--- config.mk ---
export PLATFORM = sky130hd
export DESIGN_NAME = id_latch_flat
export DESIGN_NICKNAME = d
export VERILOG_FILES = /design/src/hdl/cpu_width_pkg.sv /design/src/hdl/cpu_op_pkg.sv /design/src/hdl/id_stage_if.sv /design/src/hdl/id_latch.sv /design/src/flat_wrapper.sv
export SDC_FILE = /design/constraint.sdc
export NUM_CORES = 1
export LEC_CHECK = 0
export BUFFER_PORTS_ARGS = -buffer_cell sky130_fd_sc_hd__buf_2
export CORE_AREA = 2 2 136 138
export CTS_CLUSTER_DIAMETER = 150
export DETAILED_ROUTE_END_ITERATION = 7
export DIE_AREA = 0 0 138 140
export GPL_TIMING_DRIVEN = 0
export REMOVE_ABC_BUFFERS = 1
export SYNTH_ARGS = -nofsm -noshare
export SYNTH_HDL_FRONTEND = slang
export SYNTH_SLANG_ARGS = --single-unit
--- constraint.sdc ---
create_clock -name clk -period 11.1 [get_ports clk]
set_clock_uncertainty 0.1 [all_clocks]
set_input_delay 2.22 -clock clk [delete_from_list [all_inputs] [get_ports clk]]
set_output_delay 2.22 -clock clk [all_outputs]
set_load 0.02 [all_outputs]
--- src/hdl/cpu_width_pkg.sv ---
package cpu_width_pkg;

    // fixed field widths of the core
    parameter int PC_WIDTH       = 32;
    parameter int INST_WIDTH     = 32;
    parameter int REG_ADDR_WIDTH = 5;   // 32 gprs

endpackage

--- src/hdl/cpu_op_pkg.sv ---
package cpu_op_pkg;

    parameter int ALU_OP_WIDTH = 4;
    parameter int LSU_OP_WIDTH = 3;

    typedef enum logic [ALU_OP_WIDTH-1:0] {
        ALU_ADD,
        ALU_SUB,
        ALU_AND,
        ALU_OR,
        ALU_XOR,
        ALU_NOR,
        ALU_SLL,
        ALU_SRL,
        ALU_SRA,
        ALU_SLT,
        ALU_SLTU,
        ALU_MUL,
        ALU_MULH,   // upper half, unsigned
        ALU_DIV,
        ALU_MOD
    } alu_op_e;

    // only carried through execute
    typedef enum logic [LSU_OP_WIDTH-1:0] {
        LSU_NONE,
        LSU_LB,
        LSU_LH,
        LSU_LW,
        LSU_SB,
        LSU_SH,
        LSU_SW
    } lsu_op_e;

endpackage

--- src/hdl/id_stage_if.sv ---
interface id_stage_if #(
    parameter int data_width = 32
);

    logic                                     valid;
    logic                                     ready;
    logic [cpu_width_pkg::PC_WIDTH-1:0]       pc;
    logic [cpu_width_pkg::INST_WIDTH-1:0]     inst;
    cpu_op_pkg::alu_op_e                      alu_op;
    logic [data_width-1:0]                    oprand1;
    logic [data_width-1:0]                    oprand2;
    cpu_op_pkg::lsu_op_e                      lsu_op;
    logic [data_width-1:0]                    lsu_data;   // store data
    logic                                     rw_en;
    logic [cpu_width_pkg::REG_ADDR_WIDTH-1:0] rw_addr;

    // latch side
    modport o (
        output valid, pc, inst, alu_op, oprand1, oprand2,
        output lsu_op, lsu_data, rw_en, rw_addr,
        input  ready
    );

    // execute side
    modport i (
        input  valid, pc, inst, alu_op, oprand1, oprand2,
        input  lsu_op, lsu_data, rw_en, rw_addr,
        output ready
    );

endinterface

--- src/hdl/id_latch.sv ---
module id_latch #(
    parameter int data_width = 32
) (
    input  logic                                     clk,
    input  logic                                     rst_n,
    input  logic                                     in_req,
    output logic                                     in_ack,
    input  logic [cpu_width_pkg::PC_WIDTH-1:0]       in_pc,
    input  logic [cpu_width_pkg::INST_WIDTH-1:0]     in_inst,
    input  cpu_op_pkg::alu_op_e                      in_alu_op,
    input  logic [data_width-1:0]                    in_oprand1,
    input  logic [data_width-1:0]                    in_oprand2,
    input  cpu_op_pkg::lsu_op_e                      in_lsu_op,
    input  logic [data_width-1:0]                    in_lsu_data,
    input  logic                                     in_rw_en,
    input  logic [cpu_width_pkg::REG_ADDR_WIDTH-1:0] in_rw_addr,
    id_stage_if.o                                    id_info
);

    // IDLE is always empty, WAIT_DROP holds an item after the handshake
    typedef enum logic [1:0] {
        IDLE,
        ACKED,
        WAIT_DROP
    } state_e;

    state_e state;
    logic   capture;
    logic   take;

    assign capture = (state == IDLE) && in_req;
    assign take    = id_info.valid && id_info.ready;   // execute accepts
    assign in_ack  = (state == ACKED);

    always_ff @(posedge clk or negedge rst_n)
    begin
        if (!rst_n)
        begin
            state         <= IDLE;
            id_info.valid <= 1'b0;
        end
        else
        begin
            case (state)
                IDLE:
                    if (in_req)
                        state <= ACKED;
                ACKED:
                    if (!in_req)
                        state <= (id_info.valid && !take) ? WAIT_DROP : IDLE;
                WAIT_DROP:
                    if (take)
                        state <= IDLE;
                default:
                    state <= IDLE;
            endcase

            if (capture)
                id_info.valid <= 1'b1;
            else if (take)
                id_info.valid <= 1'b0;
        end
    end

    always_ff @(posedge clk)
    begin
        if (capture)
        begin
            id_info.pc       <= in_pc;
            id_info.inst     <= in_inst;
            id_info.alu_op   <= in_alu_op;
            id_info.oprand1  <= in_oprand1;
            id_info.oprand2  <= in_oprand2;
            id_info.lsu_op   <= in_lsu_op;
            id_info.lsu_data <= in_lsu_data;
            id_info.rw_en    <= in_rw_en;
            id_info.rw_addr  <= in_rw_addr;
        end
    end

endmodule

--- src/flat_wrapper.sv ---
// flat-port wrapper written by rule: the top's interface ports become plain ports
module id_latch_flat 
#(
    parameter int data_width = 32
)
  (clk, rst_n, in_req, in_ack, in_pc, in_inst, in_alu_op, in_oprand1, in_oprand2, in_lsu_op, in_lsu_data, in_rw_en, in_rw_addr, id_info_valid, id_info_pc, id_info_inst, id_info_alu_op, id_info_oprand1, id_info_oprand2, id_info_lsu_op, id_info_lsu_data, id_info_rw_en, id_info_rw_addr, id_info_ready);
  id_stage_if #(.data_width(data_width)) id_info_i ();
  input  logic clk;
  input  logic rst_n;
  input  logic in_req;
  output logic in_ack;
  input  logic [cpu_width_pkg::PC_WIDTH-1:0] in_pc;
  input  logic [cpu_width_pkg::INST_WIDTH-1:0] in_inst;
  input  cpu_op_pkg::alu_op_e in_alu_op;
  input  logic [data_width-1:0] in_oprand1;
  input  logic [data_width-1:0] in_oprand2;
  input  cpu_op_pkg::lsu_op_e in_lsu_op;
  input  logic [data_width-1:0] in_lsu_data;
  input  logic in_rw_en;
  input  logic [cpu_width_pkg::REG_ADDR_WIDTH-1:0] in_rw_addr;
  output wire logic [$bits(id_info_i.valid)-1:0] id_info_valid;
  output wire logic [$bits(id_info_i.pc)-1:0] id_info_pc;
  output wire logic [$bits(id_info_i.inst)-1:0] id_info_inst;
  output wire logic [$bits(id_info_i.alu_op)-1:0] id_info_alu_op;
  output wire logic [$bits(id_info_i.oprand1)-1:0] id_info_oprand1;
  output wire logic [$bits(id_info_i.oprand2)-1:0] id_info_oprand2;
  output wire logic [$bits(id_info_i.lsu_op)-1:0] id_info_lsu_op;
  output wire logic [$bits(id_info_i.lsu_data)-1:0] id_info_lsu_data;
  output wire logic [$bits(id_info_i.rw_en)-1:0] id_info_rw_en;
  output wire logic [$bits(id_info_i.rw_addr)-1:0] id_info_rw_addr;
  input wire logic [$bits(id_info_i.ready)-1:0] id_info_ready;
  assign id_info_valid = id_info_i.valid;
  assign id_info_pc = id_info_i.pc;
  assign id_info_inst = id_info_i.inst;
  assign id_info_alu_op = id_info_i.alu_op;
  assign id_info_oprand1 = id_info_i.oprand1;
  assign id_info_oprand2 = id_info_i.oprand2;
  assign id_info_lsu_op = id_info_i.lsu_op;
  assign id_info_lsu_data = id_info_i.lsu_data;
  assign id_info_rw_en = id_info_i.rw_en;
  assign id_info_rw_addr = id_info_i.rw_addr;
  assign id_info_i.ready = id_info_ready;
  id_latch #(.data_width(data_width)) u_core (.clk(clk), .rst_n(rst_n), .in_req(in_req), .in_ack(in_ack), .in_pc(in_pc), .in_inst(in_inst), .in_alu_op(in_alu_op), .in_oprand1(in_oprand1), .in_oprand2(in_oprand2), .in_lsu_op(in_lsu_op), .in_lsu_data(in_lsu_data), .in_rw_en(in_rw_en), .in_rw_addr(in_rw_addr), .id_info(id_info_i));
endmodule
; ---- Word-level counts from Yosys, hierarchy flattened
; Index checks and enable logic that the tools add are counted.
[totals]
regBits = 176
in_bits = 177
output_inout_bits = 175
wordCells = 30
[classes]
n_eq_ne = 5
mux = 7
n_reduce_logical = 7
[op_table]
columns = op, count
row1 = two-way mux 2 bit, 4
row2 = case mux 2 bit (3 select lines), 1
row3 = inequality test 2 bit (second input constant), 2
row4 = logical AND 1 bit, 3
row5 = AND reduction 3 bit, 1
row6 = == test 2 x 1 -> 1 bit (second input constant), 1
row7 = == test 2 bit (second input constant), 1
row8 = zero test 2 bit, 1
row9 = two-way mux 1 bit, 2
row10 = inequality test 2 x 1 -> 1 bit (second input constant), 1
row11 = nonzero test 2 bit, 1
row12 = zero test 1 bit, 1

; ---- Longest topological paths before layout
[depth]
depth_word = 6
mapped_depth = 2

; ---- Worst setup path after synthesis
; No wires, ideal clock.
[synth_path]
path_kind = input-to-reg
startpoint = in in_req
endpoint = reg u_core.id_info.alu_op[0], enable pin
setup_ps = 676
arrival_time_ps = 8731
t_required_ps = 10324
path_slack_ps = 1593
cell_stages = 1
path_buffers = 0
cell_sequence = nor3b_2
[synth_between]
elab_chain_cells = 1
[synth_lines]
columns = item, line_no
row1 = "start, declared", flat_wrapper.sv:10  ; input logic in_req;
row2 = logical AND 1 bit, id_latch.sv:31  ; assign capture = (state == IDLE) && in_req;
row3 = "end signal, assigned", id_latch.sv:71  ; id_info.alu_op <= in_alu_op;
row4 = "end, declared", id_stage_if.sv:19  ; output valid, pc, inst, alu_op, oprand1, oprand2,
; No other way between the ends.
; A chain may end at the register's enable or synchronous reset.

; ---- Worst setup path after layout
[layout_path]
startpoint = in in_req
endpoint = reg u_core.id_info.oprand1[31], enable pin
[layout_between]
elab_chain_cells = 1
[layout_lines]
columns = item, line_no
row1 = logical AND 1 bit, id_latch.sv:31
row2 = net u_core.capture, id_latch.sv:28  ; logic capture;
row3 = "end signal, assigned", id_latch.sv:72  ; id_info.oprand1 <= in_oprand1;
row4 = "end, declared", id_stage_if.sv:19
; The timed path passes the listed nets, and every way through them passes these cells.

==> results.toml <==
[run_status]
status = "completed"

[power_and_ir_drop]
switching_power_mw = 0.348
p_leak_nw = 3.40
p_sw_frac = 0.237
clock_power_share = 0.367
p_int_mw = 1.12
seq_power_share = 0.535
powerDensity_mw_per_mm2 = 181
combPwrFrac = 0.098
irDropWorstVdd_mv = 0.0956

[clocking]
cts.sinks = 176
cts_buffers = 17
cts.repair.resized = 0
cts-root-buf = "clkbuf_16"
clkLatencyLatePin_ns = 0.41
cts_tree = "built"
h-tree-depth = 4
clk_pin_slew_ns = 0.06
cts_setup_buffers = 0
cts_buffer_depth = 2
postCtsHoldBufs = 0

[setup_path]
cp_common_cell = "buf_8"
criticalPathCategory = "input port to register"
end_kind = "register"
cp_data_required_time_ns = 11.11
critPathArrivalTime_ns = 3.57
critical-path-slowest-cell = "nor3b_4"
worstPathCellList = "buf_2 > nor3b_4 > buf_8 > buf_16 > buf_8"
cp_slowest_stage_delay_ns = 0.55
worst_setup_path_start_kind = "input port"
worstPathMaxFanout = 23

[placement]
place_congestion = 0.815
place_ws_ns = 7.04
hpwl_um = 10500
portBuffers = 351
post_dp_cell_area_mm2 = 0.00756

[grt]
grt-ovfl-total = 0
grtUsageMet2 = 0.231
grt_pass1_vias = 3597
grtUsageMet3 = 0.0687
grt.busiest_layer = "met2"
antenna_found_initial = 4
global_route.usage.total = 0.135
grt_pass1_wl_um = 19700
grt_start_max_net_pins = 24
grtUsageMet1 = 0.142

[routing]
drcViolationCount = 0
drtPass1Iterations = 5
post_drt_wl_per_cell_um = 16.5
drt_first_iter_violations = 147
vias = 3298
avgViaCountPerCell = 4.08
wl_um = 13300
postRouteAntennaNets = 0

[floorplanning]
die_w_um = 138
initial_utilization = 0.300
pin_count = 352
coreArea_mm2 = 0.0178
die_area_mm2 = 0.0193
fp-row-count = 49
die_height_um = 140

[sta]
maxSlewHeadroom = 0.578
worst_pin_slew_ns = 0.633
rsz0062_at_grt = "no"
max_freq_mhz = 280
setup_ws_ns = 7.53
setup_viol = 0
hold_violations = 0
fin_tns_setup_ns = 0
period_share = 0.321
drv_slew = 0
min_period_ns = 3.57

[logic_synthesis]
synth_top_area_frac = 0.973
yosys.area.top_type = "edfxtp_1"
ys_types = 10
synthCells = 185
yosysSeqAreaShare = 0.987
syn_avg_cell_area_um2 = 28.9
ys_ff_latch = 176
ys_warn_count = 0
synth_area_mm2 = 0.00534
synth.area.top_cells = "edfxtp_1 (97%), dfrtp_1 (1.4%), and2b_2 (0.33%), nor3b_2 (0.23%), nand4bb_1 (0.21%)"

[final_layout]
utilization = 0.456
drive_gt1_frac = 0.679
area_delta_synth_final_pct = 51.7
nNetsFinal = 741
final_area_mm2 = 0.00811

[min_path]
holdCritPathClass = "register to register"

[job]
cap_violations = 0
-- worst max-delay path, delay by kind of cell --
family	cells	cell delay (ns)
buf+inv	4	0.79
simple gates	1	0.55
-- flip-flops by register name, indices dropped and copies added (netlist names) --
| register | flops |
|---|---|
| u_core.id_info.lsu_op | 3 |
| u_core.id_info.oprand2 | 32 |
| u_core.id_info.inst | 32 |
| u_core.id_info.pc | 32 |
| u_core.id_info.rw_en | 1 |
| u_core.id_info.valid | 1 |
| u_core.id_info.lsu_data | 32 |
| u_core.id_info.alu_op | 4 |
| u_core.id_info.oprand1 | 32 |
| u_core.id_info.rw_addr | 5 |
| u_core.state | 2 |
-- per-stage QoR --
step                      cells  hold WS (ns)  total power, mW
after floorplan             185         0.467            0.873
after global placement      765         0.420            0.944
after detailed placement    774         0.438            0.947
after CTS                   806         0.455             1.49
after global routing        807         0.490             1.53
final                       808         0.448             1.47
-- synthesized netlist by cell type (all sizes together) --
master   number
nand4bb       1
a21o          1
dfrtp         3
edfxtp      173
o2bb2ai       1
nand2         1
inv           1
and2b         2
nor3b         1
nor2b         1
-- cell type report --
class / instances / area (um2)
antenna: 2 / 5.00
clock buffer: 19 / 433
clock inverter: 13 / 104
fill: 1623 / 9670
inverter: 1 / 3.75
multi-input combinational: 8 / 73.8
sequential: 176 / 5270
tap: 229 / 287
timing repair buffer: 360 / 1930
-- cells by family (layout without fill, tap and decap cells) --
kind of cell,Yosys count,after routing,share of synthesized area
other cells,0,2,0
flops,176,176,0.987
buf+inv,1,393,0.000702
compound gates,2,2,0.00305
simple gates,6,6,0.00960
-- final timing paths --
check / start / to / slack [ns] / depth (start not counted)
hold / removal: u_core.id_info.valid / u_core.id_info.valid / 0.45 / 1
hold reg to reg: u_core.id_info.valid / u_core.id_info.valid / 0.45 / 1
setup reg to reg: u_core.state[1] / u_core.id_info.oprand1[31] / 8.98 / 4
min in group asynchronous: rst_n / u_core.state[0] / 1.49 / 1
max in group asynchronous: rst_n / u_core.id_info.valid / 9.30 / 1
setup / recovery: in_req / u_core.id_info.oprand1[31] / 7.53 / 5
-- power groups by stage --
stage	sequential [mW]	combinational, mW	clock [mW]
after CTS	0.787	0.147	0.557
final	0.786	0.144	0.539
after detailed placement	0.801	0.147	0
after floorplan	0.857	0.0161	0
after global placement	0.812	0.132	0
after global routing	0.790	0.153	0.589
-- routing by layer --
metal / share of wire / routed length [um]
met3: 0.11 / 1430
met2: 0.51 / 6840
met4: 0.020 / 264
met5: 0.0018 / 24
met1: 0.36 / 4730
-- placed cells by master, fill, tap and decap left out, drive strengths merged --
cell | synthesis | layout
nand2 | 1 | 1
clkinv | 0 | 5
diode | 0 | 2
inv | 1 | 5
nor2b | 1 | 1
a21o | 1 | 1
buf | 0 | 360
clkbuf | 0 | 19
edfxtp | 173 | 173
nor3b | 1 | 1
o2bb2ai | 1 | 1
dfrtp | 3 | 3
and2b | 2 | 2
nand4bb | 1 | 1
clkinvlp | 0 | 4
(Power assumes the default switching activity.)
