<file path="config.mk">
export PLATFORM = sky130hd
export DESIGN_NAME = execute_flat
export DESIGN_NICKNAME = d
export VERILOG_FILES = /design/src/hdl/cpu_width_pkg.sv /design/src/hdl/cpu_op_pkg.sv /design/src/hdl/id_stage_if.sv /design/src/hdl/ex_stage_if.sv /design/src/hdl/alu.sv /design/src/hdl/execute.sv /design/src/flat_wrapper.sv
export SDC_FILE = /design/constraint.sdc
export NUM_CORES = 2
export LEC_CHECK = 0
export ABC_AREA = 1
export BUFFER_PORTS_ARGS = -buffer_cell sky130_fd_sc_hd__buf_4
export CORE_MARGIN = 2
export CORE_UTILIZATION = 55
export CTS_CLUSTER_SIZE = 30
export DETAILED_ROUTE_END_ITERATION = 8
export MAX_ROUTING_LAYER = met4
export PLACE_DENSITY = 0.72
export RECOVER_POWER = 100
export SKIP_LAST_GASP = 1
export SLEW_MARGIN = 20
export SYNTH_ARGS = -nofsm -noshare
export SYNTH_HDL_FRONTEND = slang
export SYNTH_HIERARCHICAL = 1
export SYNTH_SLANG_ARGS = --single-unit
</file>
<file path="constraint.sdc">
create_clock -name clk -period 10.05 [get_ports clk]
set_input_delay 1.5075 -clock clk [delete_from_list [all_inputs] [get_ports clk]]
set_output_delay 1.5075 -clock clk [all_outputs]
set_load 0.01 [all_outputs]
</file>
<file path="src/hdl/cpu_width_pkg.sv">
package cpu_width_pkg;

    // fixed field widths of the core
    parameter int PC_WIDTH       = 32;
    parameter int INST_WIDTH     = 32;
    parameter int REG_ADDR_WIDTH = 5;   // 32 gprs

endpackage

</file>
<file path="src/hdl/cpu_op_pkg.sv">
package cpu_op_pkg;

    parameter int ALU_OP_WIDTH = 4;
    parameter int LSU_OP_WIDTH = 3;

    typedef enum logic [ALU_OP_WIDTH-1:0] {
        ALU_ADD,
        ALU_SUB,
        ALU_AND,
        ALU_OR,
        ALU_XOR,
        ALU_NOR,
        ALU_SLL,
        ALU_SRL,
        ALU_SRA,
        ALU_SLT,
        ALU_SLTU,
        ALU_MUL,
        ALU_MULH,   // upper half, unsigned
        ALU_DIV,
        ALU_MOD
    } alu_op_e;

    // only carried through execute
    typedef enum logic [LSU_OP_WIDTH-1:0] {
        LSU_NONE,
        LSU_LB,
        LSU_LH,
        LSU_LW,
        LSU_SB,
        LSU_SH,
        LSU_SW
    } lsu_op_e;

endpackage

</file>
<file path="src/hdl/id_stage_if.sv">
interface id_stage_if #(
    parameter int data_width = 32
);

    logic                                     valid;
    logic                                     ready;
    logic [cpu_width_pkg::PC_WIDTH-1:0]       pc;
    logic [cpu_width_pkg::INST_WIDTH-1:0]     inst;
    cpu_op_pkg::alu_op_e                      alu_op;
    logic [data_width-1:0]                    oprand1;
    logic [data_width-1:0]                    oprand2;
    cpu_op_pkg::lsu_op_e                      lsu_op;
    logic [data_width-1:0]                    lsu_data;   // store data
    logic                                     rw_en;
    logic [cpu_width_pkg::REG_ADDR_WIDTH-1:0] rw_addr;

    // latch side
    modport o (
        output valid, pc, inst, alu_op, oprand1, oprand2,
        output lsu_op, lsu_data, rw_en, rw_addr,
        input  ready
    );

    // execute side
    modport i (
        input  valid, pc, inst, alu_op, oprand1, oprand2,
        input  lsu_op, lsu_data, rw_en, rw_addr,
        output ready
    );

endinterface

</file>
<file path="src/hdl/ex_stage_if.sv">
interface ex_stage_if #(
    parameter int data_width = 32
);

    logic                                     valid;
    logic                                     ready;
    logic [cpu_width_pkg::PC_WIDTH-1:0]       pc;
    logic [cpu_width_pkg::INST_WIDTH-1:0]     inst;
    logic [data_width-1:0]                    ex_result;
    cpu_op_pkg::lsu_op_e                      lsu_op;
    logic [data_width-1:0]                    lsu_data;
    logic                                     rw_en;
    logic [cpu_width_pkg::REG_ADDR_WIDTH-1:0] rw_addr;

    modport o (
        output valid, pc, inst, ex_result, lsu_op, lsu_data, rw_en, rw_addr,
        input  ready
    );

    modport i (
        input  valid, pc, inst, ex_result, lsu_op, lsu_data, rw_en, rw_addr,
        output ready
    );

endinterface

</file>
<file path="src/hdl/alu.sv">
module alu #(
    parameter int data_width = 32
) (
    input  cpu_op_pkg::alu_op_e   op,
    input  logic [data_width-1:0] oprand1,
    input  logic [data_width-1:0] oprand2,
    output logic [data_width-1:0] result
);

    localparam int shamt_width = $clog2(data_width);

    logic [shamt_width-1:0]  shamt;
    logic [2*data_width-1:0] product;
    logic                    lt_signed;
    logic                    lt_unsigned;
    logic                    div_zero;

    assign shamt       = oprand2[shamt_width-1:0];   // low bits only
    assign lt_signed   = $signed(oprand1) < $signed(oprand2);
    assign lt_unsigned = oprand1 < oprand2;
    assign div_zero    = (oprand2 == '0);

    // full width product, zero extended
    assign product = {{data_width{1'b0}}, oprand1} * {{data_width{1'b0}}, oprand2};

    always_comb
    begin
        case (op)
            cpu_op_pkg::ALU_ADD:
                result = oprand1 + oprand2;   // wraps
            cpu_op_pkg::ALU_SUB:
                result = oprand1 - oprand2;
            cpu_op_pkg::ALU_AND:
                result = oprand1 & oprand2;
            cpu_op_pkg::ALU_OR:
                result = oprand1 | oprand2;
            cpu_op_pkg::ALU_XOR:
                result = oprand1 ^ oprand2;
            cpu_op_pkg::ALU_NOR:
                result = ~(oprand1 | oprand2);
            cpu_op_pkg::ALU_SLL:
                result = oprand1 << shamt;
            cpu_op_pkg::ALU_SRL:
                result = oprand1 >> shamt;
            cpu_op_pkg::ALU_SRA:
                result = $signed(oprand1) >>> shamt;   // sign fill
            cpu_op_pkg::ALU_SLT:
                result = {{(data_width-1){1'b0}}, lt_signed};
            cpu_op_pkg::ALU_SLTU:
                result = {{(data_width-1){1'b0}}, lt_unsigned};
            cpu_op_pkg::ALU_MUL:
                result = product[data_width-1:0];
            cpu_op_pkg::ALU_MULH:
                result = product[2*data_width-1:data_width];
            cpu_op_pkg::ALU_DIV:
                result = div_zero ? '1 : oprand1 / oprand2;   // all ones on /0
            cpu_op_pkg::ALU_MOD:
                result = div_zero ? oprand1 : oprand1 % oprand2;
            default:
                result = '0;   // unused encoding
        endcase
    end

endmodule

</file>
<file path="src/hdl/execute.sv">
module execute #(
    parameter int data_width = 32
) (
    input  logic  clk,
    input  logic  rst_n,
    id_stage_if.i id_info,
    ex_stage_if.o ex_info
);

    logic [data_width-1:0] alu_res;
    logic                  take;

    alu #(
        .data_width(data_width)
    ) alu_0 (
        .op      (id_info.alu_op),
        .oprand1 (id_info.oprand1),
        .oprand2 (id_info.oprand2),
        .result  (alu_res)
    );

    // empty, or draining on this edge
    assign id_info.ready = !ex_info.valid || ex_info.ready;
    assign take          = id_info.valid && id_info.ready;

    always_ff @(posedge clk or negedge rst_n)
    begin
        if (!rst_n)
        begin
            ex_info.valid <= 1'b0;
        end
        else if (take)
        begin
            ex_info.valid <= 1'b1;
        end
        else if (ex_info.ready)
        begin
            ex_info.valid <= 1'b0;
        end
    end

    always_ff @(posedge clk)
    begin
        if (take)
        begin
            ex_info.ex_result <= alu_res;
            ex_info.pc        <= id_info.pc;
            ex_info.inst      <= id_info.inst;
            ex_info.lsu_op    <= id_info.lsu_op;   // passed through
            ex_info.lsu_data  <= id_info.lsu_data;
            ex_info.rw_en     <= id_info.rw_en;
            ex_info.rw_addr   <= id_info.rw_addr;
        end
    end

endmodule

</file>
<file path="src/flat_wrapper.sv">
// flat-port wrapper written by rule: the top's interface ports become plain ports
module execute_flat 
#(
    parameter int data_width = 32
)
  (clk, rst_n, id_info_valid, id_info_pc, id_info_inst, id_info_alu_op, id_info_oprand1, id_info_oprand2, id_info_lsu_op, id_info_lsu_data, id_info_rw_en, id_info_rw_addr, id_info_ready, ex_info_valid, ex_info_pc, ex_info_inst, ex_info_ex_result, ex_info_lsu_op, ex_info_lsu_data, ex_info_rw_en, ex_info_rw_addr, ex_info_ready);
  id_stage_if #(.data_width(data_width)) id_info_i ();
  ex_stage_if #(.data_width(data_width)) ex_info_i ();
  input  logic clk;
  input  logic rst_n;
  input wire logic [$bits(id_info_i.valid)-1:0] id_info_valid;
  input wire logic [$bits(id_info_i.pc)-1:0] id_info_pc;
  input wire logic [$bits(id_info_i.inst)-1:0] id_info_inst;
  input wire logic [$bits(id_info_i.alu_op)-1:0] id_info_alu_op;
  input wire logic [$bits(id_info_i.oprand1)-1:0] id_info_oprand1;
  input wire logic [$bits(id_info_i.oprand2)-1:0] id_info_oprand2;
  input wire logic [$bits(id_info_i.lsu_op)-1:0] id_info_lsu_op;
  input wire logic [$bits(id_info_i.lsu_data)-1:0] id_info_lsu_data;
  input wire logic [$bits(id_info_i.rw_en)-1:0] id_info_rw_en;
  input wire logic [$bits(id_info_i.rw_addr)-1:0] id_info_rw_addr;
  output wire logic [$bits(id_info_i.ready)-1:0] id_info_ready;
  output wire logic [$bits(ex_info_i.valid)-1:0] ex_info_valid;
  output wire logic [$bits(ex_info_i.pc)-1:0] ex_info_pc;
  output wire logic [$bits(ex_info_i.inst)-1:0] ex_info_inst;
  output wire logic [$bits(ex_info_i.ex_result)-1:0] ex_info_ex_result;
  output wire logic [$bits(ex_info_i.lsu_op)-1:0] ex_info_lsu_op;
  output wire logic [$bits(ex_info_i.lsu_data)-1:0] ex_info_lsu_data;
  output wire logic [$bits(ex_info_i.rw_en)-1:0] ex_info_rw_en;
  output wire logic [$bits(ex_info_i.rw_addr)-1:0] ex_info_rw_addr;
  input wire logic [$bits(ex_info_i.ready)-1:0] ex_info_ready;
  assign id_info_i.valid = id_info_valid;
  assign id_info_i.pc = id_info_pc;
  assign id_info_i.inst = id_info_inst;
  assign id_info_i.alu_op = id_info_alu_op;
  assign id_info_i.oprand1 = id_info_oprand1;
  assign id_info_i.oprand2 = id_info_oprand2;
  assign id_info_i.lsu_op = id_info_lsu_op;
  assign id_info_i.lsu_data = id_info_lsu_data;
  assign id_info_i.rw_en = id_info_rw_en;
  assign id_info_i.rw_addr = id_info_rw_addr;
  assign id_info_ready = id_info_i.ready;
  assign ex_info_valid = ex_info_i.valid;
  assign ex_info_pc = ex_info_i.pc;
  assign ex_info_inst = ex_info_i.inst;
  assign ex_info_ex_result = ex_info_i.ex_result;
  assign ex_info_lsu_op = ex_info_i.lsu_op;
  assign ex_info_lsu_data = ex_info_i.lsu_data;
  assign ex_info_rw_en = ex_info_i.rw_en;
  assign ex_info_rw_addr = ex_info_i.rw_addr;
  assign ex_info_i.ready = ex_info_ready;
  execute #(.data_width(data_width)) u_core (.clk(clk), .rst_n(rst_n), .id_info(id_info_i), .ex_info(ex_info_i));
endmodule
</file>
==> results.cfg, run 1 <==
[clock_network]
cts.sinks = 138
ctsHtreeMaxLevel = 4
numCtsBuffers = 17
cts-root-buf = clkbuf_16
ctsLongestPathBuffers = 2

[global_routing]
grt_pass1_wl_um = 866000
grt-ovfl-total = 1184
grtUsageTotal_pct = 85.7
grt_max_degree = 77
grt_pass1_vias = 122000

[die]
initial_core_util_pct = 55.3
ios = 316
fp.dieH_um = 375
fp.dieW_um = 375
rows = 136

[status]
lastStage = 5_1_grt
first-error = [ERROR GRT-0116] Global routing finished with congestion. Check the congestion regions in the DRC Viewer.
status = stopped before the end

[placement]
place_ws_ns = -56.85
port_buffers = 315
gp_congestion = 1.19
dp.cells = 15100
placed_area_um2 = 98500
hpwl_um = 307000

[yosys]
seq_area_frac_synth_pct = 5.46
synth.avg_cell_area_um2 = 6.92
netlist_instances = 10900
synth_area_leaders = fa_1 (24%), ha_1 (15%), nand2_1 (14%)
netlist-cell-type-count = 91
syn_nets = 12900
ys_ff_latch = 138
ys_async_sr_fraction_pct = 0.725
yosysWarnings = 6
synth_flop_cell = edfxtp_1
yosysTopAreaCellShare_pct = 23.7
yosys.area.top_type = fa_1
netlist_area_um2 = 75800
synth_edf_count = 137
[through the flow]
step	TNS (ns)	util, %	hold WS, ns
floorplan	-1649.08	-	0.609
global placement	-1727.70	71.8	0.572
detailed placement	-1813.91	71.8	0.657
CTS	-1655.69	79.4	0.678
[repair_timing]
item	4_1_cts
buffers inserted	743
gates resized for setup	848
pin swaps	422
hold buffers	0
endpoints found under the setup margin	32
gates cloned	13
[cells in the mapped netlist, types with 22 or more instances]
master	n
buf_2	49
and2_1	23
or2_2	65
a221oi_1	41
o221ai_1	34
nor2_2	28
a21oi_2	32
o21bai_1	54
xor2_1	276
a31oi_1	29
a21oi_1	692
o21ai_0	405
a21o_1	34
nor3_1	81
o2111ai_1	27
clkbuf_1	248
nand2_2	105
ha_1	891
nand3_1	310
fa_1	899
buf_1	83
nand3_2	72
edfxtp_1	137
nor4_1	38
o21ai_1	103
inv_1	2189
a211oi_1	30
nand4_1	56
inv_2	69
nor2_1	450
o211ai_1	33
clkbuf_8	22
xnor2_1	125
nand2_1	2863
o21ai_2	41
o22ai_1	37
[layer usage]
metal / overflow / track usage (%)
met5: - / -
met3: 139 / 72.9
met1: 157 / 86.5
met2: 636 / 97.8
met4: 252 / 78.5
[cells by family after synthesis]
logic type	synth area share, %
AOI/OAI and AO/OA	13.9
xor gates and xnor gates	4.63
adders and majority gates	38.4
buffers and inverters	14.1
DFF	5.46
muxes	0.238
and+or+nand+nor	23.3
==> inputs of run 2 (changes only) <==
CORE_UTILIZATION = 40   (was 55)
CTS_CLUSTER_SIZE = not set   (was 30)
MAX_ROUTING_LAYER = not set   (was met4)
PLACE_DENSITY = not set   (was 0.72)
PLACE_DENSITY_LB_ADDON = 0.15   (was not set)
==> run 2 against run 1 <==
  * The flow now finishes, with violations (capacitance limit, slew limit, setup timing)
  * Synthesized area is the same
  * Synthesized cell count is the same
==> results.cfg, run 2 <==
[min_path]
min_from = u_core/ex_info.valid$_DFFE_PN0P_
holdPathStages = 2
hold_path_class = flop to flop

[yosys]
ys_ff_latch = 138
yosysWarnings = 6
syn_nets = 12900
seq_area_frac_synth_pct = 5.46
synth_top_family_by_area = adder cells
ys_async_sr_fraction_pct = 0.725
synth.avg_cell_area_um2 = 6.92
yosys.area_share.simple_pct = 23.3
yosysTopAreaCellShare_pct = 23.7
synthXorXnorAreaFrac_pct = 4.63
synth_common_cells = nand2_1 (2863), inv_1 (2189), fa_1 (899), ha_1 (891), a21oi_1 (692)
netlist_area_um2 = 75800
synth_flop_cell = edfxtp_1
synth_compound_area_share_pct = 13.9
synth_adder_area_share_pct = 38.4
yosys.area.top_type = fa_1
muxShareOfSynthArea_pct = 0.238
netlist_instances = 10900
yosysMostFrequentCell = nand2_1
synth_edf_count = 137
netlist-cell-type-count = 91
synth_area_leaders = fa_1 (24%), ha_1 (15%), nand2_1 (14%)

[clock_network]
cts-root-buf = clkbuf_16
hold_buffers = 0
cts_tree = done
path_clk_slew_ns = 0.07
ctsLongestPathBuffers = 2
cts.sinks = 138
clk_latency_ns = 0.45
numCtsBuffers = 17
ctsHtreeMaxLevel = 4

[die]
fp.dieW_um = 439
core-area_um2 = 188000
rows = 159
initial_core_util_pct = 40.3
dieArea_um2 = 193000
ios = 316
fp.dieH_um = 439

[setup_path]
startpoint_type = input port
path_class = input port to flop
cp_max_fo = 8
reg2regPathDepth = 3
worst-path-stages = 542
cp_data_required_time_ns = 10.36
path_buf_inv = 114
crit_start = id_info_oprand1[13]
crit_top_cell = nand2_2
worstPathArrival_ns = 63.60
slowest_stage = or3_4
cpPeakStageDelay_ns = 0.40
crit_family = simple AND/OR/NAND/NOR gates
r2r-start = u_core/ex_info.valid$_DFFE_PN0P_
critPathCaptureType = flop

[route]
firstDrtPassIters = 9
drc = 0
vias_per_cell = 5.27
ant_nets = 0
wl_per_cell_um = 22.2
dr_total_vias = 86100
drt_iter0_drc = 7380
wl_um = 363000

[flow_run]
drv_cap = 2

[timing]
finClkSkew_ns = 0.0155
rsz0062_at_grt = true
hold_viol_final = 0
min_period_over_period_pct = 630
finalCriticalPeriod_ns = 63.29
relSlewSlack_pct = -181
setup_viol = 32
fmax_ghz = 0.0158
worstMarginPinSlew_ns = 4.22
setup_ws_ns = -53.24
slew_violations = 128

[final_layout]
final_cell_mix = buf_4 (2929), nand2_1 (2545), inv_1 (2049), fa_1 (898), ha_1 (693)
layout.nets = 15800
final_cell_area_um2 = 110000
layout-drive-gt1-share_pct = 35.0
final_util_pct = 58.4
area_growth_syn_to_layout_pct = 44.8
fill_cells = 17600
final_common_cell = buf_4

[global_routing]
grt_antenna_before_repair = 22
grt_max_degree = 71
grt_pass1_vias = 85300
grt-ovfl-total = 0
grt_pass1_wl_um = 526000
grtUsageTotal_pct = 36.2

[placement]
hpwl_um = 286000
port_buffers = 315
gp_congestion = 1.10
placed_area_um2 = 99800

[status]
violations = capacitance limit, slew limit, setup timing
status = finished, violations left
==> run 2: per-stage QoR <==
stage	hold WS (ns)	setup TNS, ns	setup slack [ns]	cells
final	0.556	-1700.89	-53.24	16300
after global routing	0.613	-1828.07	-57.22	16300
after CTS	0.637	-1682.72	-52.65	16100
after detailed placement	0.611	-1818.69	-56.92	15900
after global placement	0.612	-1774.62	-55.54	15900
after floorplan	0.609	-1649.08	-51.69	10900
==> run 2: layer usage <==
metal	up-vias	wire (um)	GRT usage, %
met5	-	49	0
met4	8	24100	19.3
met3	801	29000	4.76
met2	3535	158000	55.8
met1	41700	152000	49.1
li1	40100	-	-
==> run 2: final cells by class <==
| cell class | instances | area (um2) | area share, % |
|---|---|---|---|
| sequential | 138 | 4140 | 3.77 |
| inverter | 2275 | 8710 | 7.93 |
| timing repair inverter | 4 | 35.0 | 0.0319 |
| multi-input combinational | 8102 | 68200 | 62.2 |
| timing repair buffer | 3286 | 24900 | 22.7 |
| antenna | 11 | 27.5 | 0.0251 |
| clock inverter | 14 | 151 | 0.138 |
| clock buffer | 18 | 429 | 0.391 |
| tap | 2495 | 3120 | 2.84 |
==> run 2: worst paths after layout <==
path / endpoint / slack (ns)
worst min register to register: u_core/ex_info.valid$_DFFE_PN0P_ / 0.56
worst max-delay path: u_core/ex_info.ex_result[27]$_DFFE_PP_ / -53.24
worst min-delay path: u_core/ex_info.valid$_DFFE_PN0P_ / 0.56
max in group asynchronous: u_core/ex_info.valid$_DFFE_PN0P_ / 9.13
worst max register to register: u_core/ex_info.ex_result[22]$_DFFE_PP_ / 2.48
min in group asynchronous: u_core/ex_info.valid$_DFFE_PN0P_ / 0.84
==> run 2: logic make-up (layout without fill, tap and decap cells) <==
group / Yosys count / in the layout
xor gates and xnor gates: 401 / 401
AOI/OAI and AO/OA: 1743 / 1743
other: 0 / 11
muxes: 18 / 18
and+or+nand+nor: 4148 / 4150
DFF: 138 / 138
adders and majority gates: 1790 / 1790
buffers and inverters: 2711 / 5597
==> run 2: worst reg2reg max path: stages (launching register included) <==
cell,delay [ns]
dfrtp_1,0.41
a21oi_1,0.99
clkbuf_1,2.43
clkbuf_1,3.16
==> run 2: timing repair <==
| item | CTS | global route |
|---|---|---|
| hold endpoints to repair | 0 | 0 |
| gates resized for setup | 451 | 969 |
| setup endpoints to repair | 32 | 32 |
| setup buffers | 228 | 199 |
| pin swaps | 245 | 581 |
| cloned | 6 | 8 |
Power of run 2 is not shown: default switching activity piles up to over one toggle a cycle in this logic, so the estimate is an artifact.
