### src/hdl/cpu_width_pkg.sv
package cpu_width_pkg;

    // fixed field widths of the core
    parameter int PC_WIDTH       = 32;
    parameter int INST_WIDTH     = 32;
    parameter int REG_ADDR_WIDTH = 5;   // 32 gprs

endpackage

### src/hdl/cpu_op_pkg.sv
package cpu_op_pkg;

    parameter int ALU_OP_WIDTH = 4;
    parameter int LSU_OP_WIDTH = 3;

    typedef enum logic [ALU_OP_WIDTH-1:0] {
        ALU_ADD,
        ALU_SUB,
        ALU_AND,
        ALU_OR,
        ALU_XOR,
        ALU_NOR,
        ALU_SLL,
        ALU_SRL,
        ALU_SRA,
        ALU_SLT,
        ALU_SLTU,
        ALU_MUL,
        ALU_MULH,   // upper half, unsigned
        ALU_DIV,
        ALU_MOD
    } alu_op_e;

    // only carried through execute
    typedef enum logic [LSU_OP_WIDTH-1:0] {
        LSU_NONE,
        LSU_LB,
        LSU_LH,
        LSU_LW,
        LSU_SB,
        LSU_SH,
        LSU_SW
    } lsu_op_e;

endpackage

### src/hdl/ex_stage_if.sv
interface ex_stage_if #(
    parameter int data_width = 32
);

    logic                                     valid;
    logic                                     ready;
    logic [cpu_width_pkg::PC_WIDTH-1:0]       pc;
    logic [cpu_width_pkg::INST_WIDTH-1:0]     inst;
    logic [data_width-1:0]                    ex_result;
    cpu_op_pkg::lsu_op_e                      lsu_op;
    logic [data_width-1:0]                    lsu_data;
    logic                                     rw_en;
    logic [cpu_width_pkg::REG_ADDR_WIDTH-1:0] rw_addr;

    modport o (
        output valid, pc, inst, ex_result, lsu_op, lsu_data, rw_en, rw_addr,
        input  ready
    );

    modport i (
        input  valid, pc, inst, ex_result, lsu_op, lsu_data, rw_en, rw_addr,
        output ready
    );

endinterface

### src/hdl/wb_sender.sv
module wb_sender #(
    parameter int data_width = 32
) (
    input  logic                                     clk,
    input  logic                                     rst_n,
    ex_stage_if.i                                    ex_info,
    input  logic                                     out_ack,
    output logic                                     out_req,
    output logic [cpu_width_pkg::PC_WIDTH-1:0]       out_pc,
    output logic [cpu_width_pkg::INST_WIDTH-1:0]     out_inst,
    output logic [data_width-1:0]                    out_ex_result,
    output cpu_op_pkg::lsu_op_e                      out_lsu_op,
    output logic [data_width-1:0]                    out_lsu_data,
    output logic                                     out_rw_en,
    output logic [cpu_width_pkg::REG_ADDR_WIDTH-1:0] out_rw_addr
);

    typedef enum logic [1:0] {
        IDLE,
        REQ,
        WAIT_ACK_LOW
    } state_e;

    state_e state;
    logic   take;

    assign ex_info.ready = (state == IDLE);   // one item in flight
    assign take          = ex_info.valid && ex_info.ready;
    assign out_req       = (state == REQ);

    always_ff @(posedge clk or negedge rst_n)
    begin
        if (!rst_n)
        begin
            state <= IDLE;
        end
        else
        begin
            case (state)
                IDLE:
                    if (ex_info.valid)
                        state <= REQ;
                REQ:
                    if (out_ack)
                        state <= WAIT_ACK_LOW;
                WAIT_ACK_LOW:
                    if (!out_ack)
                        state <= IDLE;   // return to zero done
                default:
                    state <= IDLE;
            endcase
        end
    end

    // held for the whole exchange
    always_ff @(posedge clk)
    begin
        if (take)
        begin
            out_pc        <= ex_info.pc;
            out_inst      <= ex_info.inst;
            out_ex_result <= ex_info.ex_result;
            out_lsu_op    <= ex_info.lsu_op;
            out_lsu_data  <= ex_info.lsu_data;
            out_rw_en     <= ex_info.rw_en;
            out_rw_addr   <= ex_info.rw_addr;
        end
    end

endmodule

### src/flat_wrapper.sv
// flat-port wrapper written by rule: the top's interface ports become plain ports
module wb_sender_flat 
#(
    parameter int data_width = 32
)
  (clk, rst_n, out_ack, out_req, out_pc, out_inst, out_ex_result, out_lsu_op, out_lsu_data, out_rw_en, out_rw_addr, ex_info_valid, ex_info_pc, ex_info_inst, ex_info_ex_result, ex_info_lsu_op, ex_info_lsu_data, ex_info_rw_en, ex_info_rw_addr, ex_info_ready);
  ex_stage_if #(.data_width(data_width)) ex_info_i ();
  input  logic clk;
  input  logic rst_n;
  input  logic out_ack;
  output logic out_req;
  output logic [cpu_width_pkg::PC_WIDTH-1:0] out_pc;
  output logic [cpu_width_pkg::INST_WIDTH-1:0] out_inst;
  output logic [data_width-1:0] out_ex_result;
  output cpu_op_pkg::lsu_op_e out_lsu_op;
  output logic [data_width-1:0] out_lsu_data;
  output logic out_rw_en;
  output logic [cpu_width_pkg::REG_ADDR_WIDTH-1:0] out_rw_addr;
  input wire logic [$bits(ex_info_i.valid)-1:0] ex_info_valid;
  input wire logic [$bits(ex_info_i.pc)-1:0] ex_info_pc;
  input wire logic [$bits(ex_info_i.inst)-1:0] ex_info_inst;
  input wire logic [$bits(ex_info_i.ex_result)-1:0] ex_info_ex_result;
  input wire logic [$bits(ex_info_i.lsu_op)-1:0] ex_info_lsu_op;
  input wire logic [$bits(ex_info_i.lsu_data)-1:0] ex_info_lsu_data;
  input wire logic [$bits(ex_info_i.rw_en)-1:0] ex_info_rw_en;
  input wire logic [$bits(ex_info_i.rw_addr)-1:0] ex_info_rw_addr;
  output wire logic [$bits(ex_info_i.ready)-1:0] ex_info_ready;
  assign ex_info_i.valid = ex_info_valid;
  assign ex_info_i.pc = ex_info_pc;
  assign ex_info_i.inst = ex_info_inst;
  assign ex_info_i.ex_result = ex_info_ex_result;
  assign ex_info_i.lsu_op = ex_info_lsu_op;
  assign ex_info_i.lsu_data = ex_info_lsu_data;
  assign ex_info_i.rw_en = ex_info_rw_en;
  assign ex_info_i.rw_addr = ex_info_rw_addr;
  assign ex_info_ready = ex_info_i.ready;
  wb_sender #(.data_width(data_width)) u_core (.clk(clk), .rst_n(rst_n), .ex_info(ex_info_i), .out_ack(out_ack), .out_req(out_req), .out_pc(out_pc), .out_inst(out_inst), .out_ex_result(out_ex_result), .out_lsu_op(out_lsu_op), .out_lsu_data(out_lsu_data), .out_rw_en(out_rw_en), .out_rw_addr(out_rw_addr));
endmodule
### config.mk
export PLATFORM = sky130hd
export DESIGN_NAME = wb_sender_flat
export DESIGN_NICKNAME = d
export VERILOG_FILES = /design/src/hdl/cpu_width_pkg.sv /design/src/hdl/cpu_op_pkg.sv /design/src/hdl/ex_stage_if.sv /design/src/hdl/wb_sender.sv /design/src/flat_wrapper.sv
export SDC_FILE = /design/constraint.sdc
export NUM_CORES = 1
export LEC_CHECK = 0
export BUFFER_PORTS_ARGS = -buffer_cell sky130_fd_sc_hd__buf_2
export CORE_AREA = 2 2 108 110
export DETAILED_ROUTE_END_ITERATION = 7
export DIE_AREA = 0 0 110 112
export PLACE_DENSITY = 0.79
export SLEW_MARGIN = 10
export SYNTH_ARGS = -nofsm -noshare
export SYNTH_HDL_FRONTEND = slang
export SYNTH_SLANG_ARGS = --single-unit
### constraint.sdc
create_clock -name clk -period 4.64 [get_ports clk]
set_input_delay 0.464 -clock clk [delete_from_list [all_inputs] [get_ports clk]]
set_output_delay 0.464 -clock clk [all_outputs]
set_load 0.02 [all_outputs]
## After elaboration in Yosys (flattened, before gate mapping)

Index checks and enable logic that the tools add are counted.

- Register bits after elaboration: 139
- Memories: 0
- Latch bits: 0
- Bits in read-only memories: 0
- Bits in writable memories: 0

- Bitwise gates (word level): 0
- Magnitude comparators: 0
- Add/subtract/negate cells: 0
- Eq/ne operators: 5
- Shift operators: 0
- Reduce and logical (&&, ||, !) cells: 3
- Divide/modulo/power cells: 0
- Muxes and demuxes: 4
- Multipliers: 0

Operators with widths:

| cell | count |
|---|---|
| $mux 2 | 3 |
| $ne 2x2->1 const B | 3 |
| $pmux 2 s3 | 1 |
| $reduce_and 3->1 | 1 |
| $eq 2x1->1 const B | 1 |
| $eq 2x2->1 const B | 1 |
| $logic_not 2->1 | 1 |
| $logic_and 1x1->1 | 1 |

## Logic depth before layout (Yosys ltp)

Gate-level depths: netlist of the first run.

- Depth after elaboration: 3
- Mapped depth: 2
- Depth with buffers taken out: 2

## Worst setup path after synthesis of the first run

No wires, ideal clock.

- Path type: register -> register
- Start point: register u_core.state[0]
- End point: register u_core.out_ex_result[0] (enable)
- Setup slack: 194 ps
- Data arrival time: 3,934 ps
- Period minus slack after synthesis: 4,446 ps
- Stages on the path, launching flop included: 3
- Cells stage by stage: dfrtp_1 > nor2_1 > and2_1

- Word-level cells in the longest chain between the ends: 2

RTL lines:

| element | line | source |
|---|---|---|
| start, declared | wb_sender.sv:24 | `state_e state;` |
| start signal, assigned | wb_sender.sv:35 | `state <= IDLE;` |
| start signal, assigned | wb_sender.sv:42 | `state <= REQ;` |
| start signal, assigned | wb_sender.sv:45 | `state <= WAIT_ACK_LOW;` |
| $logic_not 2->1 | wb_sender.sv:27 | `assign ex_info.ready = (state == IDLE);` |
| via ex_info_ready | flat_wrapper.sv:27 | `output wire logic [$bits(ex_info_i.ready)-1:0] ex_info_ready;` |
| $logic_and 1x1->1 | wb_sender.sv:28 | `assign take = ex_info.valid && ex_info.ready;` |
| via u_core.take | wb_sender.sv:25 | `logic take;` |
| end signal, assigned | wb_sender.sv:62 | `out_ex_result <= ex_info.ex_result;` |
| end, declared | wb_sender.sv:11 | `output logic [data_width-1:0] out_ex_result,` |

The timed path passes the listed nets, and every way through them passes these cells.
A chain may end at the register's enable or synchronous reset.

## Final worst setup path of the first run

- Start point: register u_core.state[0]
- End point: register u_core.out_ex_result[12] (enable)

- Word-level cells in the longest chain between the ends: 2

RTL lines:

| element | line |
|---|---|
| $logic_not 2->1 | wb_sender.sv:27 |
| $logic_and 1x1->1 | wb_sender.sv:28 |
| via u_core.take | wb_sender.sv:25 |

The timed path passes the listed nets, and every way through them passes these cells.

==> impl_metrics.csv, run 1 <==
group,metric,value,unit
die,core_region_area,11200,µm²
synth,synth-edff-count,137,
clocking,cts_hold_buf,1,
synth,syn_nets,288,
synth,synth_largest_area_cell,"edfxtp_1",
detailed_routing,drt-wirelength-per-cell,16.0,µm
critical_path,rrSetupSlack,2.75,ns
pwr,p_leak,2.72,nW
die,die_area,12300,µm²
synth,synth_area_leaders,"edfxtp_1, dfrtp_1, and2b_2",
synth,synth_top_area_frac,0.976,
placement,gp_congestion,0.747,
status,status,"completed",
critical_path,reg2reg_from,"u_core.state[0]",
worst_hold_path,hold_end,"u_core.out_inst[18]",
pwr,vdd_drop_max,0.285,mV
synth,ys_types,10,
critical_path,reg2reg_depth,3,
detailed_routing,num_vias,2590,
critical_path,cp_cell_sequence,"nor2_1 -> and2_4 -> buf_4",
synth,yosysMostFrequentCell,"edfxtp_1",
worst_hold_path,holdCritPathClass,"in2reg",
worst_hold_path,hold_start,"ex_info_inst[18]",
timing,hold_slack,0.236,ns
global_route,track_usage,0.156,
detailed_routing,drtAntennaViolNets,0,
timing,min_period_over_period,0.407,
synth,synth-adder-area-share,0,
critical_path,crit_required,4.66,ns
clocking,path_clk_slew,0.06,ns
synth,synth-simple-area-share,0.00950,
critical_path,cpPeakStageDelay,0.64,ns
critical_path,arrival,1.91,ns
die,num_rows,39,
timing,worstMarginPinSlew,0.775,ns
die,dieHeight,112,µm
critical_path,r2r_end,"u_core.out_ex_result[12]",
die,initial_core_util,0.377,
critical_path,cp_max_fo,64,
cells_and_area,diodes,0,
die,io_pins,280,
global_route,grt_pass1_wl,13600,µm
timing,report.final.slew_viol_count,0,
synth,synth_commonest_cells,"edfxtp_1, dfrtp_1",
global_route,grt_max_degree,65,
cells_and_area,num-nets-final,589,
critical_path,worstSetupPathType,"reg2reg",
global_route,antenna_found_initial,0,
global_route,grt_pass1_vias,2746,
clocking,cts_tree,"built",
synth,muxShareOfSynthArea,0,
clocking,cts_buffers,17,
synth,synth-seq-area-share,0.988,
detailed_routing,vias_per_cell,4.29,
timing,setup_viol,0,
synth,async_reset_ff_frac,0.0144,
timing,fin_setup_tns,0,ns
detailed_routing,wl,9670,µm
synth,syn-instance-count,147,
clocking,postCtsSetupBuffers,0,
detailed_routing,first_pass_iters,4,
synth,netlist_area,4220,µm²
timing,rsz0062_at_grt,"false",
synth,synth_warnings,0,
timing,max_freq,529,MHz
placement,numPortBuffers,279,
clocking,ctsResizeCount,0,
clocking,htreeDepth,4,
placement,dp_hpwl,7290,µm
clocking,clockBufferDepth,2,
synth,synth_compound_area_frac,0.00297,
pwr,pwr_density_cell,587,nW/µm²
critical_path,crit_start,"u_core.state[0]",
die,die-width,110,µm
clocking,clockRootBuffer,"clkbuf_16",
timing,skew,0.00673,ns
cells_and_area,area_delta_synth_final,51.3,%
critical_path,endpoint_kind,"flop",
detailed_routing,drc,0,
timing,fin_crit,1.89,ns
synth,synth_top_family_by_area,"simple AND/OR/NAND/NOR gates",
clocking,worstSkewPairLatency,0.40,ns
synth,synth_top_flop_cell,"edfxtp_1",
timing,hold_viol,0,
synth,synth-xor-area-share,0,
timing,slew_headroom,0.483,
synth,syn_avg_cell_area,28.7,µm²
flow_run,maxCapViolCount,0,
critical_path,crit_slowest_cell,"buf_4",
global_route,overflow,0,
cells_and_area,drive_gt1_frac,0.679,
worst_hold_path,holdPathStages,1,
critical_path,start_kind,"flop",
detailed_routing,dr.first_iter.drc_count,109,
clocking,cts_sinks,139,
synth,ys_seq_elements,139,
pwr,finalPower,3.75,mW
-- cell type report --
type | instances | area, µm²
sequential | 139 | 4160
multi-input combinational | 8 | 55.1
tap | 143 | 179
clock buffer | 18 | 429
timing repair buffer | 282 | 1420
clock inverter | 14 | 130
fill | 904 | 4800
-- kinds of logic (layout without fill, tap and decap cells) --
group,count (synthesis),in the layout
AOI/OAI and AO/OA,2,2
and+or+nand+nor,6,6
buffers and inverters,0,314
DFF,139,139
-- worst max-delay path: cells and delay by family, from the launching register on --
| kind | cells | cell delay, ns |
|---|---|---|
| buffers and inverters | 1 | 0.64 |
| flip-flops | 1 | 0.40 |
| AND/OR/NAND/NOR | 2 | 0.42 |
-- registers in the layout, indices dropped and copies added, names as in the netlist --
register	cells
u_core.out_rw_addr	5
u_core.out_ex_result	32
u_core.out_inst	32
u_core.out_rw_en	1
u_core.state	2
u_core.out_pc	32
u_core.out_lsu_op	3
u_core.out_lsu_data	32
-- worst max-delay path by stage --
| stage | to | slack [ns] |
|---|---|---|
| 2_1_floorplan | u_core.out_ex_result[0] | 0.19 |
| 3_3_place_gp | u_core.out_ex_result[16] | 2.82 |
| 3_5_place_dp | u_core.out_inst[3] | 2.75 |
| 4_1_cts | u_core.out_inst[22] | 2.74 |
| 5_1_grt | u_core.out_ex_result[12] | 2.64 |
| 6_report | u_core.out_ex_result[12] | 2.75 |
-- where the power goes --
| group | switching (mW) | internal (mW) | leakage [nW] | total, mW |
|---|---|---|---|---|
| Clock | 0.480 | 0.781 | 0.272 | 1.26 |
| Sequential | 0.0600 | 1.70 | 1.31 | 1.76 |
| Combinational | 0.521 | 0.205 | 1.14 | 0.726 |
-- metal layers --
layer	track usage	routed length (µm)	vias to the layer above
met5	0	0	-
met4	0.0641	125	0
met3	0.0896	1160	10
met2	0.266	5020	182
met1	0.154	3360	1202
li1	-	-	1196
-- stage by stage --
step	instance area, µm²	utilization	setup slack, ns	instances
3_3_place_gp	5810	0.520	2.82	571
4_1_cts	6380	0.571	2.74	604
6_report	6380	0.571	2.75	604
2_1_floorplan	4220	-	0.194	147
5_1_grt	6380	0.571	2.64	604
3_5_place_dp	5810	0.520	2.75	571
-- cell usage in the layout, fill, tap and decap left out --
master         count
buf_2            279
edfxtp_1         137
clkbuf_16         17
clkinv_2           7
clkinvlp_4         3
bufinv_16          2
buf_4              2
dfrtp_1            2
and2b_1            1
nor2_1             1
and2_4             1
or2b_1             1
nand2b_1           1
a21oi_1            1
and2b_2            1
o21a_1             1
clkbuf_1           1
clkinv_4           1
clkinv_1           1
dlygate4sd3_1      1
(Power assumes the default switching activity.)
==> inputs of run 2 (changes only) <==
ABC_AREA = 1   (was default)
clock period = 1.8 ns   (was 4.64 ns; I/O delays follow)
==> impl_metrics.csv, run 2 <==
group,metric,value,unit
clocking,clockBufferDepth,2,
synth,syn_avg_cell_area,27.9,µm²
synth,synth_top_flop_cell,"edfxtp_1",
synth,synth_top_area_frac,0.976,
synth,ys_types,7,
synth,synth_warnings,0,
synth,synth-simple-area-share,0.00861,
die,initial_core_util,0.377,
synth,synth-xor-area-share,0,
synth,ys_seq_elements,139,
synth,synth-edff-count,137,
placement,dp_hpwl,6960,µm
synth,synth_area_leaders,"edfxtp_1, dfrtp_1, nand3_1",
clocking,cts_buffers,17,
status,lastStage,"4_1_cts",
clocking,clockRootBuffer,"clkbuf_16",
synth,syn_nets,292,
die,io_pins,280,
clocking,ctsResizeCount,0,
clocking,cts_sinks,139,
synth,synth_compound_area_frac,0,
synth,syn-instance-count,151,
synth,synth-adder-area-share,0,
synth,synth_largest_area_cell,"edfxtp_1",
placement,dp_slack,0.405,ns
synth,synth-seq-area-share,0.988,
placement,numPortBuffers,279,
synth,yosysMostFrequentCell,"edfxtp_1",
status,status,"aborted with a tool error",
die,num_rows,39,
synth,async_reset_ff_frac,0.0144,
die,die-width,110,µm
clocking,htreeDepth,4,
placement,gp_congestion,0.687,
clocking,postCtsSetupBuffers,0,
synth,muxShareOfSynthArea,0,
synth,netlist_area,4220,µm²
status,stop_error,"[ERROR RSZ-0060] Max buffer count reached.",
die,dieHeight,112,µm
clocking,cts_hold_buf,122,
synth,synth_commonest_cells,"edfxtp_1, inv_1, nand2_1, nand3_1, dfrtp_1",
synth,synth_top_family_by_area,"simple AND/OR/NAND/NOR gates",
[run 2: cell families after synthesis]
group / count (synthesis)
buffers and inverters: 4
and+or+nand+nor: 8
DFF: 139
[run 2: per-stage QoR]
stage | utilization | TNS, ns | cell area [µm²] | cells
3_3_place_gp | 0.524 | 0 | 5860 | 576
3_5_place_dp | 0.524 | 0 | 5860 | 576
2_1_floorplan | - | -159.67 | 4220 | 151
==> inputs of run 3 (changes only) <==
CORE_AREA = 2 2 109 111   (was 2 2 108 110)
DIE_AREA = 0 0 111 113   (was 0 0 110 112)
PLACE_DENSITY = default   (was 0.79)
PLACE_DENSITY_LB_ADDON = 0.15   (was default)
==> impl_metrics.csv, run 3 <==
group,metric,value,unit
placement,dp_hpwl,7910,µm
clocking,ctsResizeCount,0,
synth,synth_area_leaders,"edfxtp_1, dfrtp_1, nand3_1",
status,status,"aborted with a tool error",
synth,ys_seq_elements,139,
status,lastStage,"4_1_cts",
die,num_rows,39,
synth,synth-xor-area-share,0,
synth,synth-edff-count,137,
synth,ys_types,7,
clocking,clockRootBuffer,"clkbuf_16",
synth,synth_top_area_frac,0.976,
die,io_pins,280,
die,die-width,111,µm
synth,synth_commonest_cells,"edfxtp_1, inv_1, nand2_1, nand3_1, dfrtp_1",
synth,syn-instance-count,151,
clocking,postCtsSetupBuffers,0,
synth,muxShareOfSynthArea,0,
synth,syn_nets,292,
clocking,cts_buffers,17,
synth,netlist_area,4220,µm²
synth,synth-seq-area-share,0.988,
die,dieHeight,113,µm
synth,async_reset_ff_frac,0.0144,
synth,synth-adder-area-share,0,
clocking,cts_sinks,139,
clocking,htreeDepth,4,
placement,placed_cells,575,
placement,numPortBuffers,279,
synth,synth_compound_area_frac,0,
synth,syn_avg_cell_area,27.9,µm²
placement,gp_congestion,0.750,
die,initial_core_util,0.374,
synth,synth_largest_area_cell,"edfxtp_1",
clocking,clockBufferDepth,2,
synth,yosysMostFrequentCell,"edfxtp_1",
synth,synth-simple-area-share,0.00861,
clocking,cts_hold_buf,122,
synth,synth_warnings,0,
status,stop_error,"[ERROR RSZ-0060] Max buffer count reached.",
synth,synth_top_flop_cell,"edfxtp_1",
synth,synth_top_family_by_area,"simple AND/OR/NAND/NOR gates",
-- run 3: per-stage QoR --
| step | cell area, µm² | setup WS, ns |
|---|---|---|
| 3_5_place_dp | 5840 | 0.346 |
| 2_1_floorplan | 4220 | -1.17 |
| 3_3_place_gp | 5840 | 0.390 |
-- run 3: logic make-up after synthesis --
group,count (synthesis)
buffers and inverters,4
flip-flops,139
AND/OR/NAND/NOR,8
